## config.mk

```make
export PLATFORM = sky130hd
export DESIGN_NAME = bus_system_top
export DESIGN_NICKNAME = d
export VERILOG_FILES = /design/src/design/bus_pkg.sv /design/src/design/scenario_pkg.sv /design/src/design/bus_slave.sv /design/src/design/bus_arbiter.sv /design/src/design/bus_master.sv /design/src/design/scenario_controller.sv /design/src/design/bus_system_top.sv
export SDC_FILE = /design/constraint.sdc
export NUM_CORES = 2
export LEC_CHECK = 0
export ABC_AREA = 1
export BUFFER_PORTS_ARGS = -buffer_cell sky130_fd_sc_hd__buf_2
export CORE_MARGIN = 2
export CORE_UTILIZATION = 30
export DETAILED_ROUTE_END_ITERATION = 10
export PLACE_DENSITY_LB_ADDON = 0.25
export SETUP_SLACK_MARGIN = 0.1
export SYNTH_ARGS = -nofsm -noshare
export SYNTH_HDL_FRONTEND = slang
export SYNTH_SLANG_ARGS = --single-unit
export TNS_END_PERCENT = 5
```

## constraint.sdc

```tcl
create_clock -name clk -period 18.5 [get_ports clk]
set_clock_uncertainty 0.15 [all_clocks]
set_input_delay 5.55 -clock clk [delete_from_list [all_inputs] [get_ports clk]]
set_output_delay 5.55 -clock clk [all_outputs]
set_load 0.01 [all_outputs]
```

## src/design/bus_pkg.sv

```systemverilog
package bus_pkg;

    localparam int ADDR_W     = 14;
    localparam int DATA_W     = 8;
    localparam int SEL_W      = 2;
    localparam int OFFSET_W   = 12;
    localparam int NUM_SLAVES = 3;

    // full bus address, slave select on top of the word offset
    typedef logic [ADDR_W-1:0]   addr_t;
    typedef logic [DATA_W-1:0]   data_t;
    typedef logic [SEL_W-1:0]    slave_sel_t;
    typedef logic [OFFSET_W-1:0] offset_t;

    // one beat as presented by a master
    typedef struct packed {
        addr_t addr;
        data_t wdata;
        logic  write;
    } bus_req_t;

    function automatic slave_sel_t addr_slave(addr_t addr);
        return addr[ADDR_W-1 -: SEL_W];
    endfunction

    function automatic offset_t addr_offset(addr_t addr);
        return addr[OFFSET_W-1:0];
    endfunction

endpackage

```

## src/design/scenario_pkg.sv

```systemverilog
package scenario_pkg;

    import bus_pkg::*;

    typedef logic [3:0] scenario_t;
    typedef logic [2:0] beats_t;

    // odd codes write and even codes read
    localparam scenario_t SCEN_M1_WR_S0       = 4'd1;
    localparam scenario_t SCEN_M1_RD_S0       = 4'd2;
    localparam scenario_t SCEN_M1_WR_S1       = 4'd3;
    localparam scenario_t SCEN_M1_RD_S1       = 4'd4;
    localparam scenario_t SCEN_M2_WR_S2       = 4'd5;
    localparam scenario_t SCEN_M2_RD_S2       = 4'd6;
    localparam scenario_t SCEN_BOTH_WR_S1     = 4'd7;
    localparam scenario_t SCEN_BOTH_RD_S1     = 4'd8;
    localparam scenario_t SCEN_M1_BURST_WR_S0 = 4'd9;
    localparam scenario_t SCEN_M2_BURST_RD_S0 = 4'd10;

    typedef struct packed {
        logic       write;
        slave_sel_t slave;
        offset_t    offset;
        data_t      data;
        beats_t     beats;
    } master_cmd_t;

    typedef struct packed {
        scenario_t scenario;
        data_t     data1;
        data_t     data2;
        offset_t   offset;
    } scen_req_t;

    typedef struct packed {
        scenario_t scenario;
        data_t     rdata1;
        data_t     rdata2;
    } scen_res_t;

    typedef enum logic [1:0] {
        ctrl_idle,
        ctrl_issue,
        ctrl_wait,
        ctrl_report
    } ctrl_state_t;

endpackage

```

## src/design/bus_slave.sv

```systemverilog
`timescale 1ns/10ps

module bus_slave
    import bus_pkg::*;
#(
    parameter int MEM_DEPTH = 64
) (
    input  logic    clk,
    input  logic    sel,
    input  logic    wr,
    input  offset_t addr,
    input  data_t   wdata,
    output data_t   rdata
);

    localparam int IDX_W = $clog2(MEM_DEPTH);

    data_t             mem [MEM_DEPTH];
    logic [IDX_W-1:0]  idx;

    // offsets wrap at the memory size
    assign idx = addr[IDX_W-1:0];

    always_ff @(posedge clk) begin
        if (sel) begin
            if (wr) begin
                mem[idx] <= wdata;
            end else begin
                rdata <= mem[idx];
            end
        end
    end

endmodule

```

## src/design/bus_arbiter.sv

```systemverilog
`timescale 1ns/10ps

module bus_arbiter
    import bus_pkg::*;
(
    input  logic                   clk,
    input  logic                   reset,
    input  bus_req_t               m1_req,
    input  logic                   m1_req_valid,
    output logic                   m1_req_ready,
    input  bus_req_t               m2_req,
    input  logic                   m2_req_valid,
    output logic                   m2_req_ready,
    output logic                   m1_rvalid,
    output logic                   m2_rvalid,
    output data_t                  m_rdata,
    output logic [NUM_SLAVES-1:0]  s_sel,
    output logic                   s_wr,
    output offset_t                s_addr,
    output data_t                  s_wdata,
    input  data_t [NUM_SLAVES-1:0] s_rdata
);

    logic       last_m2;
    logic       grant_any;
    bus_req_t   win;
    slave_sel_t win_slave;
    logic       rd_pend;
    logic       rd_owner;
    slave_sel_t rd_slave;

    // on a tie the master that lost last time goes first
    assign m1_req_ready = m1_req_valid && (!m2_req_valid || last_m2);
    assign m2_req_ready = m2_req_valid && (!m1_req_valid || !last_m2);
    assign grant_any    = m1_req_ready || m2_req_ready;
    assign win          = m2_req_ready ? m2_req : m1_req;
    assign win_slave    = addr_slave(win.addr);

    always_comb begin
        for (int i = 0; i < NUM_SLAVES; i++) begin
            s_sel[i] = grant_any && (win_slave == slave_sel_t'(i));
        end
    end

    assign s_wr    = win.write;
    assign s_addr  = addr_offset(win.addr);
    assign s_wdata = win.wdata;

    always_ff @(posedge clk) begin
        if (reset) begin
            last_m2 <= 1'b0;
            rd_pend <= 1'b0;
        end else begin
            if (grant_any) begin
                last_m2 <= m2_req_ready;
            end
            // unmapped beats never return data
            rd_pend <= grant_any && !win.write && (win_slave < NUM_SLAVES);
        end
    end

    always_ff @(posedge clk) begin
        rd_owner <= m2_req_ready;
        rd_slave <= win_slave;
    end

    assign m1_rvalid = rd_pend && !rd_owner;
    assign m2_rvalid = rd_pend && rd_owner;
    assign m_rdata   = (rd_slave < NUM_SLAVES) ? s_rdata[rd_slave] : '0;

endmodule

```

## src/design/bus_master.sv

```systemverilog
`timescale 1ns/10ps

module bus_master
    import bus_pkg::*;
    import scenario_pkg::*;
(
    input  logic        clk,
    input  logic        reset,
    input  master_cmd_t cmd,
    input  logic        cmd_valid,
    output logic        cmd_ready,
    output bus_req_t    req,
    output logic        req_valid,
    input  logic        req_ready,
    input  logic        rvalid,
    input  data_t       rdata,
    output logic        done,
    output data_t       done_rdata
);

    logic   busy;
    logic   write_q;
    addr_t  addr_q;
    data_t  data_q;
    beats_t beats_left;
    beats_t in_flight;
    logic   cmd_acc;
    logic   beat_acc;

    assign cmd_ready = !busy;
    assign cmd_acc   = cmd_valid && cmd_ready;
    assign req_valid = busy && (beats_left != '0);
    assign beat_acc  = req_valid && req_ready;
    assign req       = '{addr: addr_q, wdata: data_q, write: write_q};

    always_ff @(posedge clk) begin
        if (reset) begin
            busy       <= 1'b0;
            beats_left <= '0;
            in_flight  <= '0;
            done       <= 1'b0;
        end else begin
            done <= 1'b0;
            if (cmd_acc) begin
                busy       <= 1'b1;
                beats_left <= cmd.beats;
                in_flight  <= '0;
            end else if (busy) begin
                if (beat_acc) begin
                    beats_left <= beats_left - 1'b1;
                end
                // reads outstanding at the arbiter
                in_flight <= in_flight + beats_t'(beat_acc && !write_q) - beats_t'(rvalid);
                if (write_q && beat_acc && beats_left == beats_t'(1)) begin
                    busy <= 1'b0;
                    done <= 1'b1;
                end
                if (!write_q && rvalid && beats_left == '0 && in_flight == beats_t'(1)) begin
                    busy <= 1'b0;
                    done <= 1'b1;
                end
            end
        end
    end

    always_ff @(posedge clk) begin
        if (cmd_acc) begin
            write_q    <= cmd.write;
            addr_q     <= {cmd.slave, cmd.offset};
            data_q     <= cmd.data;
            done_rdata <= '0;
        end else begin
            if (beat_acc) begin
                // stay inside the same slave
                addr_q[OFFSET_W-1:0] <= addr_offset(addr_q) + 1'b1;
                if (write_q) begin
                    data_q <= data_q + 1'b1;
                end
            end
            if (rvalid) begin
                done_rdata <= rdata;
            end
        end
    end

endmodule

```

## src/design/scenario_controller.sv

```systemverilog
`timescale 1ns/10ps

module scenario_controller
    import bus_pkg::*;
    import scenario_pkg::*;
#(
    parameter int BURST_LEN = 5
) (
    input  logic        clk,
    input  logic        reset,
    input  scen_req_t   scen_req,
    input  logic        scen_valid,
    output logic        scen_ready,
    output scen_res_t   res,
    output logic        res_valid,
    input  logic        res_ready,
    output master_cmd_t m1_cmd,
    output logic        m1_cmd_valid,
    input  logic        m1_cmd_ready,
    input  logic        m1_done,
    input  data_t       m1_rdata,
    output master_cmd_t m2_cmd,
    output logic        m2_cmd_valid,
    input  logic        m2_cmd_ready,
    input  logic        m2_done,
    input  data_t       m2_rdata
);

    ctrl_state_t state;
    scenario_t   scen_q;
    data_t       rdata1_q;
    data_t       rdata2_q;
    master_cmd_t m1_dec;
    master_cmd_t m2_dec;
    logic        m1_use;
    logic        m2_use;
    logic        m1_pend;
    logic        m2_pend;
    logic        accept;

    assign scen_ready = (state == ctrl_idle);
    assign res_valid  = (state == ctrl_report);
    assign accept     = scen_ready && scen_valid;
    assign res        = '{scenario: scen_q, rdata1: rdata1_q, rdata2: rdata2_q};

    // scenario to per-master command
    always_comb begin
        m1_use        = 1'b0;
        m2_use        = 1'b0;
        m1_dec.write  = scen_req.scenario[0];
        m1_dec.slave  = slave_sel_t'(0);
        m1_dec.offset = scen_req.offset;
        m1_dec.data   = scen_req.data1;
        m1_dec.beats  = beats_t'(1);
        m2_dec.write  = scen_req.scenario[0];
        m2_dec.slave  = slave_sel_t'(0);
        m2_dec.offset = scen_req.offset;
        m2_dec.data   = scen_req.data2;
        m2_dec.beats  = beats_t'(1);
        case (scen_req.scenario)
            SCEN_M1_WR_S0, SCEN_M1_RD_S0: begin
                m1_use = 1'b1;
            end
            SCEN_M1_WR_S1, SCEN_M1_RD_S1: begin
                m1_use       = 1'b1;
                m1_dec.slave = slave_sel_t'(1);
            end
            SCEN_M2_WR_S2, SCEN_M2_RD_S2: begin
                m2_use       = 1'b1;
                m2_dec.slave = slave_sel_t'(2);
            end
            SCEN_BOTH_WR_S1: begin
                m1_use        = 1'b1;
                m2_use        = 1'b1;
                m1_dec.slave  = slave_sel_t'(1);
                m2_dec.slave  = slave_sel_t'(1);
                m2_dec.offset = scen_req.offset + 1'b1;
            end
            SCEN_BOTH_RD_S1: begin
                m1_use        = 1'b1;
                m2_use        = 1'b1;
                m1_dec.slave  = slave_sel_t'(1);
                m2_dec.slave  = slave_sel_t'(1);
                m1_dec.offset = scen_req.offset + 1'b1;
            end
            SCEN_M1_BURST_WR_S0: begin
                m1_use       = 1'b1;
                m1_dec.beats = beats_t'(BURST_LEN);
            end
            SCEN_M2_BURST_RD_S0: begin
                m2_use       = 1'b1;
                m2_dec.beats = beats_t'(BURST_LEN);
            end
            default: begin
                // unknown code, no master used
                m1_use = 1'b0;
            end
        endcase
    end

    always_ff @(posedge clk) begin
        if (reset) begin
            state        <= ctrl_idle;
            m1_cmd_valid <= 1'b0;
            m2_cmd_valid <= 1'b0;
            m1_pend      <= 1'b0;
            m2_pend      <= 1'b0;
        end else begin
            case (state)
                ctrl_idle: begin
                    if (accept) begin
                        state        <= ctrl_issue;
                        m1_cmd_valid <= m1_use;
                        m2_cmd_valid <= m2_use;
                        m1_pend      <= m1_use;
                        m2_pend      <= m2_use;
                    end
                end
                ctrl_issue: begin
                    if (m1_cmd_ready) begin
                        m1_cmd_valid <= 1'b0;
                    end
                    if (m2_cmd_ready) begin
                        m2_cmd_valid <= 1'b0;
                    end
                    if ((!m1_cmd_valid || m1_cmd_ready) && (!m2_cmd_valid || m2_cmd_ready)) begin
                        state <= ctrl_wait;
                    end
                end
                ctrl_wait: begin
                    // both masters must have finished
                    if ((!m1_pend || m1_done) && (!m2_pend || m2_done)) begin
                        state <= ctrl_report;
                    end
                end
                ctrl_report: begin
                    if (res_ready) begin
                        state <= ctrl_idle;
                    end
                end
                default: state <= ctrl_idle;
            endcase
            if (m1_done) begin
                m1_pend <= 1'b0;
            end
            if (m2_done) begin
                m2_pend <= 1'b0;
            end
        end
    end

    always_ff @(posedge clk) begin
        if (accept) begin
            scen_q   <= scen_req.scenario;
            m1_cmd   <= m1_dec;
            m2_cmd   <= m2_dec;
            rdata1_q <= '0;
            rdata2_q <= '0;
        end
        if (m1_done && !m1_cmd.write) begin
            rdata1_q <= m1_rdata;
        end
        if (m2_done && !m2_cmd.write) begin
            rdata2_q <= m2_rdata;
        end
    end

endmodule

```

## src/design/bus_system_top.sv

```systemverilog
`timescale 1ns/10ps

module bus_system_top
    import bus_pkg::*;
    import scenario_pkg::*;
#(
    parameter int BURST_LEN = 5,
    parameter int MEM_DEPTH = 64
) (
    input  logic      clk,
    input  logic      reset,
    input  scen_req_t scen_req,
    input  logic      scen_valid,
    output logic      scen_ready,
    output scen_res_t res,
    output logic      res_valid,
    input  logic      res_ready
);

    master_cmd_t            m1_cmd;
    master_cmd_t            m2_cmd;
    logic                   m1_cmd_valid;
    logic                   m2_cmd_valid;
    logic                   m1_cmd_ready;
    logic                   m2_cmd_ready;
    logic                   m1_done;
    logic                   m2_done;
    data_t                  m1_done_rdata;
    data_t                  m2_done_rdata;
    bus_req_t               m1_req;
    bus_req_t               m2_req;
    logic                   m1_req_valid;
    logic                   m2_req_valid;
    logic                   m1_req_ready;
    logic                   m2_req_ready;
    logic                   m1_rvalid;
    logic                   m2_rvalid;
    data_t                  m_rdata;
    logic [NUM_SLAVES-1:0]  s_sel;
    logic                   s_wr;
    offset_t                s_addr;
    data_t                  s_wdata;
    data_t [NUM_SLAVES-1:0] s_rdata;

    scenario_controller #(
        .BURST_LEN (BURST_LEN)
    ) u_ctrl (
        .clk          (clk),
        .reset        (reset),
        .scen_req     (scen_req),
        .scen_valid   (scen_valid),
        .scen_ready   (scen_ready),
        .res          (res),
        .res_valid    (res_valid),
        .res_ready    (res_ready),
        .m1_cmd       (m1_cmd),
        .m1_cmd_valid (m1_cmd_valid),
        .m1_cmd_ready (m1_cmd_ready),
        .m1_done      (m1_done),
        .m1_rdata     (m1_done_rdata),
        .m2_cmd       (m2_cmd),
        .m2_cmd_valid (m2_cmd_valid),
        .m2_cmd_ready (m2_cmd_ready),
        .m2_done      (m2_done),
        .m2_rdata     (m2_done_rdata)
    );

    bus_master u_master1 (
        .clk        (clk),
        .reset      (reset),
        .cmd        (m1_cmd),
        .cmd_valid  (m1_cmd_valid),
        .cmd_ready  (m1_cmd_ready),
        .req        (m1_req),
        .req_valid  (m1_req_valid),
        .req_ready  (m1_req_ready),
        .rvalid     (m1_rvalid),
        .rdata      (m_rdata),
        .done       (m1_done),
        .done_rdata (m1_done_rdata)
    );

    bus_master u_master2 (
        .clk        (clk),
        .reset      (reset),
        .cmd        (m2_cmd),
        .cmd_valid  (m2_cmd_valid),
        .cmd_ready  (m2_cmd_ready),
        .req        (m2_req),
        .req_valid  (m2_req_valid),
        .req_ready  (m2_req_ready),
        .rvalid     (m2_rvalid),
        .rdata      (m_rdata),
        .done       (m2_done),
        .done_rdata (m2_done_rdata)
    );

    bus_arbiter u_arbiter (
        .clk          (clk),
        .reset        (reset),
        .m1_req       (m1_req),
        .m1_req_valid (m1_req_valid),
        .m1_req_ready (m1_req_ready),
        .m2_req       (m2_req),
        .m2_req_valid (m2_req_valid),
        .m2_req_ready (m2_req_ready),
        .m1_rvalid    (m1_rvalid),
        .m2_rvalid    (m2_rvalid),
        .m_rdata      (m_rdata),
        .s_sel        (s_sel),
        .s_wr         (s_wr),
        .s_addr       (s_addr),
        .s_wdata      (s_wdata),
        .s_rdata      (s_rdata)
    );

    for (genvar i = 0; i < NUM_SLAVES; i++) begin : g_slave
        bus_slave #(
            .MEM_DEPTH (MEM_DEPTH)
        ) u_slave (
            .clk   (clk),
            .sel   (s_sel[i]),
            .wr    (s_wr),
            .addr  (s_addr),
            .wdata (s_wdata),
            .rdata (s_rdata[i])
        );
    end

endmodule

```

==> impl_metrics.json <==
{
  "cts_max_path_buffers": 3,
  "yosysWarningCount": 0,
  "total_power_uw": 8970,
  "seq_area_frac_synth": 0.689,
  "overflow": 0,
  "startpoint_type": "flop",
  "cts-resized-gates": 0,
  "synth_top_cell_area_share": 0.678,
  "antenna_found_initial": 5,
  "drc": 0,
  "tns_ns": 0,
  "holdCritPathClass": "reg2reg",
  "whs_ns": 0.273,
  "die_height_um": 497,
  "finalCritPeriodShare": 0.400,
  "grt_max_degree": 162,
  "cts_tree": "yes",
  "layout.cells.non_filler": 10500,
  "antenna_left": 0,
  "peakVddDrop_mv": 0.0693,
  "required_ns": 12.80,
  "outcome": "completed",
  "post-route-min-period_ns": 7.40,
  "area_growth_pct": 12.6,
  "via_per_inst": 4.72,
  "worst_pin_slew_ns": 1.20,
  "setup_violations": 0,
  "synth.avg_cell_area_um2": 10.0,
  "synth_area_um2": 72900,
  "drt-total-wl_mm": 213,
  "ios": 58,
  "hold_violations": 0,
  "syn_inst": 7268,
  "start_util": 0.301,
  "h-tree-depth": 4,
  "synthArstFlopShare": 0,
  "critPathKind": "reg2out",
  "rsz0062_at_grt": "false",
  "routabilityCongestion": 0.818,
  "grt_pass1_wl_mm": 317,
  "post-cts-setup-buffers": 0,
  "synthesis.nets": 7325,
  "dieArea_um2": 247000,
  "first_pass_iters": 5,
  "cap_violations": 0,
  "grt_usage": 0.169,
  "row_count": 181,
  "dp_cells": 10200,
  "cts-root-buf": "clkbuf_16",
  "drv_slew": 0,
  "placed_area_um2": 76400,
  "relSlewSlack": 0.201,
  "synth_cell_types": 41,
  "cellLeakagePower_uw": 0.0327,
  "worstPathMaxFanout": 5,
  "cp_data_arrival_time_ns": 1.70,
  "cts-hold-fix-buffers": 0,
  "first_iter_violations": 4487,
  "synthFlopType": "edfxtp_1",
  "coreArea_um2": 243000,
  "path_clk_slew_ns": 0.06,
  "cts_sinks": 1689,
  "dp_hpwl_mm": 121,
  "ys_top_cells_by_area": "edfxtp_1, nand2_1, nand3_1",
  "grt_pass1_vias": 47300,
  "final_nets": 7240,
  "via_count": 49700,
  "portBuffers": 51,
  "synth-edff-count": 1646,
  "insertion_delay_ns": 0.84,
  "cts_made_buffers": 183,
  "end_kind": "output port",
  "fmax_mhz": 135,
  "drive_above_1_share": 0.0584,
  "ys_ff_latch": 1689,
  "die_w_um": 497,
  "final_cell_area_um2": 82100,
  "power.density_nw_per_um2": 109,
  "post_drt_wl_per_cell_um": 20.2,
  "synth_area_leader_cell": "edfxtp_1"
}
[worst max-delay path, cell delays in order (launching register included)]
cell and delay [ns]:
dfxtp_1 0.37, inv_1 0.10, ha_1 0.26, buf_2 0.16
[metrics by stage]
step                 util  worst slack, ns
finish              0.339            11.10
global route        0.339            10.98
CTS                 0.339            11.04
detailed placement  0.315            10.86
global placement    0.315            10.90
floorplan               -             7.64
[cell usage after synthesis (2+ instances only)]
master	number
ha_1	19
nand4_1	2
nand2_2	5
o22ai_1	3
fa_1	2
xor2_1	17
o21ai_4	2
a22oi_1	8
o21ai_1	2
nand3_1	551
nor2_1	299
buf_1	50
a31oi_1	2
edfxtp_1	1646
inv_2	7
a21oi_1	41
inv_1	119
nor3_2	9
nand3_2	3
nor3_1	17
clkbuf_1	175
o21ai_0	66
nand2_1	3968
buf_2	171
mux2_2	8
dfxtp_1	43
buf_4	10
nor2_2	6
xnor2_1	2
nor2_4	4
[worst paths after layout]
check	startpoint	endpoint	slack [ns]	cells past startpoint
max	u_ctrl.state[0]	scen_ready	11.10	3
min	u_ctrl.m2_cmd[23]	u_master2.addr_q[12]	0.27	0
max reg2reg	u_master1.beats_left[0]	g_slave[0].u_slave.rdata[4]	11.65	21
min reg2reg	u_ctrl.m2_cmd[23]	u_master2.addr_q[12]	0.27	0
[placed cells by master (no fill, tap or decap), drive strengths merged]
cell type and instances:
clkinvlp 1, mux2 8, o31ai 1, nand3 554
a31oi 2, a22oi 8, and2 1, ha 19
xnor2 2, o2111ai 1, nand2 3973, dfxtp 43
o41ai 1, a211oi 1, inv 131, a21oi 41
nor3b 1, clkinv 81, nor2 310, o22ai 3
xor2 17, a2bb2oi 1, clkbuf 239, o21ai 71
buf 137, diode 2, nand4 2, bufinv 10
nor3 26, edfxtp 1646, fa 2
[routing by layer]
| layer | global-route usage | share of wire | vias up |
|---|---|---|---|
| li1 | - | - | 23800 |
| met1 | 0.243 | 0.46 | 24300 |
| met2 | 0.268 | 0.46 | 1411 |
| met3 | 0.0240 | 0.059 | 260 |
| met4 | 0.0421 | 0.021 | 0 |
| met5 | 0 | 0 | - |
[area by class of cell]
cell class,count,area [um2]
diodes,2,5.00
clock buffers,239,4890
clock inverters,96,811
fillers,24400,160000
inverters,127,477
multi-input cells,5045,20700
flip-flops and latches,1689,50300
well taps,3202,4010
repair buffers,137,963
[power breakdown]
part / total [uW] / internal [uW] / switching (uW)
sequential: 4360 / 4330 / 25.9
combinational: 1100 / 244 / 853
clock: 3520 / 2000 / 1520
total: 8970 / 6570 / 2400
[state kept, by name (all words and copies together) (netlist names), 2 cells and up]
register / flops
g_slave.u_slave.mem: 1536
g_slave.u_slave.rdata: 24
u_ctrl.m2_cmd: 17
u_ctrl.m1_cmd: 16
u_ctrl.rdata1_q: 8
u_ctrl.rdata2_q: 8
u_master1.data_q: 8
u_master1.done_rdata: 8
u_master2.addr_q: 8
u_master2.data_q: 8
u_master2.done_rdata: 8
u_master1.addr_q: 7
u_ctrl.scen_q: 4
u_master1.beats_left: 3
u_master1.in_flight: 3
u_master2.beats_left: 3
u_master2.in_flight: 3
u_arbiter.rd_slave: 2
u_ctrl.state: 2
[cell families (layout without fill, tap and decap cells)]
logic type,after synthesis,count (layout),synth area share
AOI/OAI and AO/OA,130,130,0.00986
buffers and inverters,534,599,0.0310
other,0,2,0
adders and majority gates,21,21,0.00381
and+or+nand+nor,4867,4867,0.262
xor gates and xnor gates,19,19,0.00228
DFF,1689,1689,0.689
muxes,8,8,0.00124
Power figures use the tool's default switching activity.
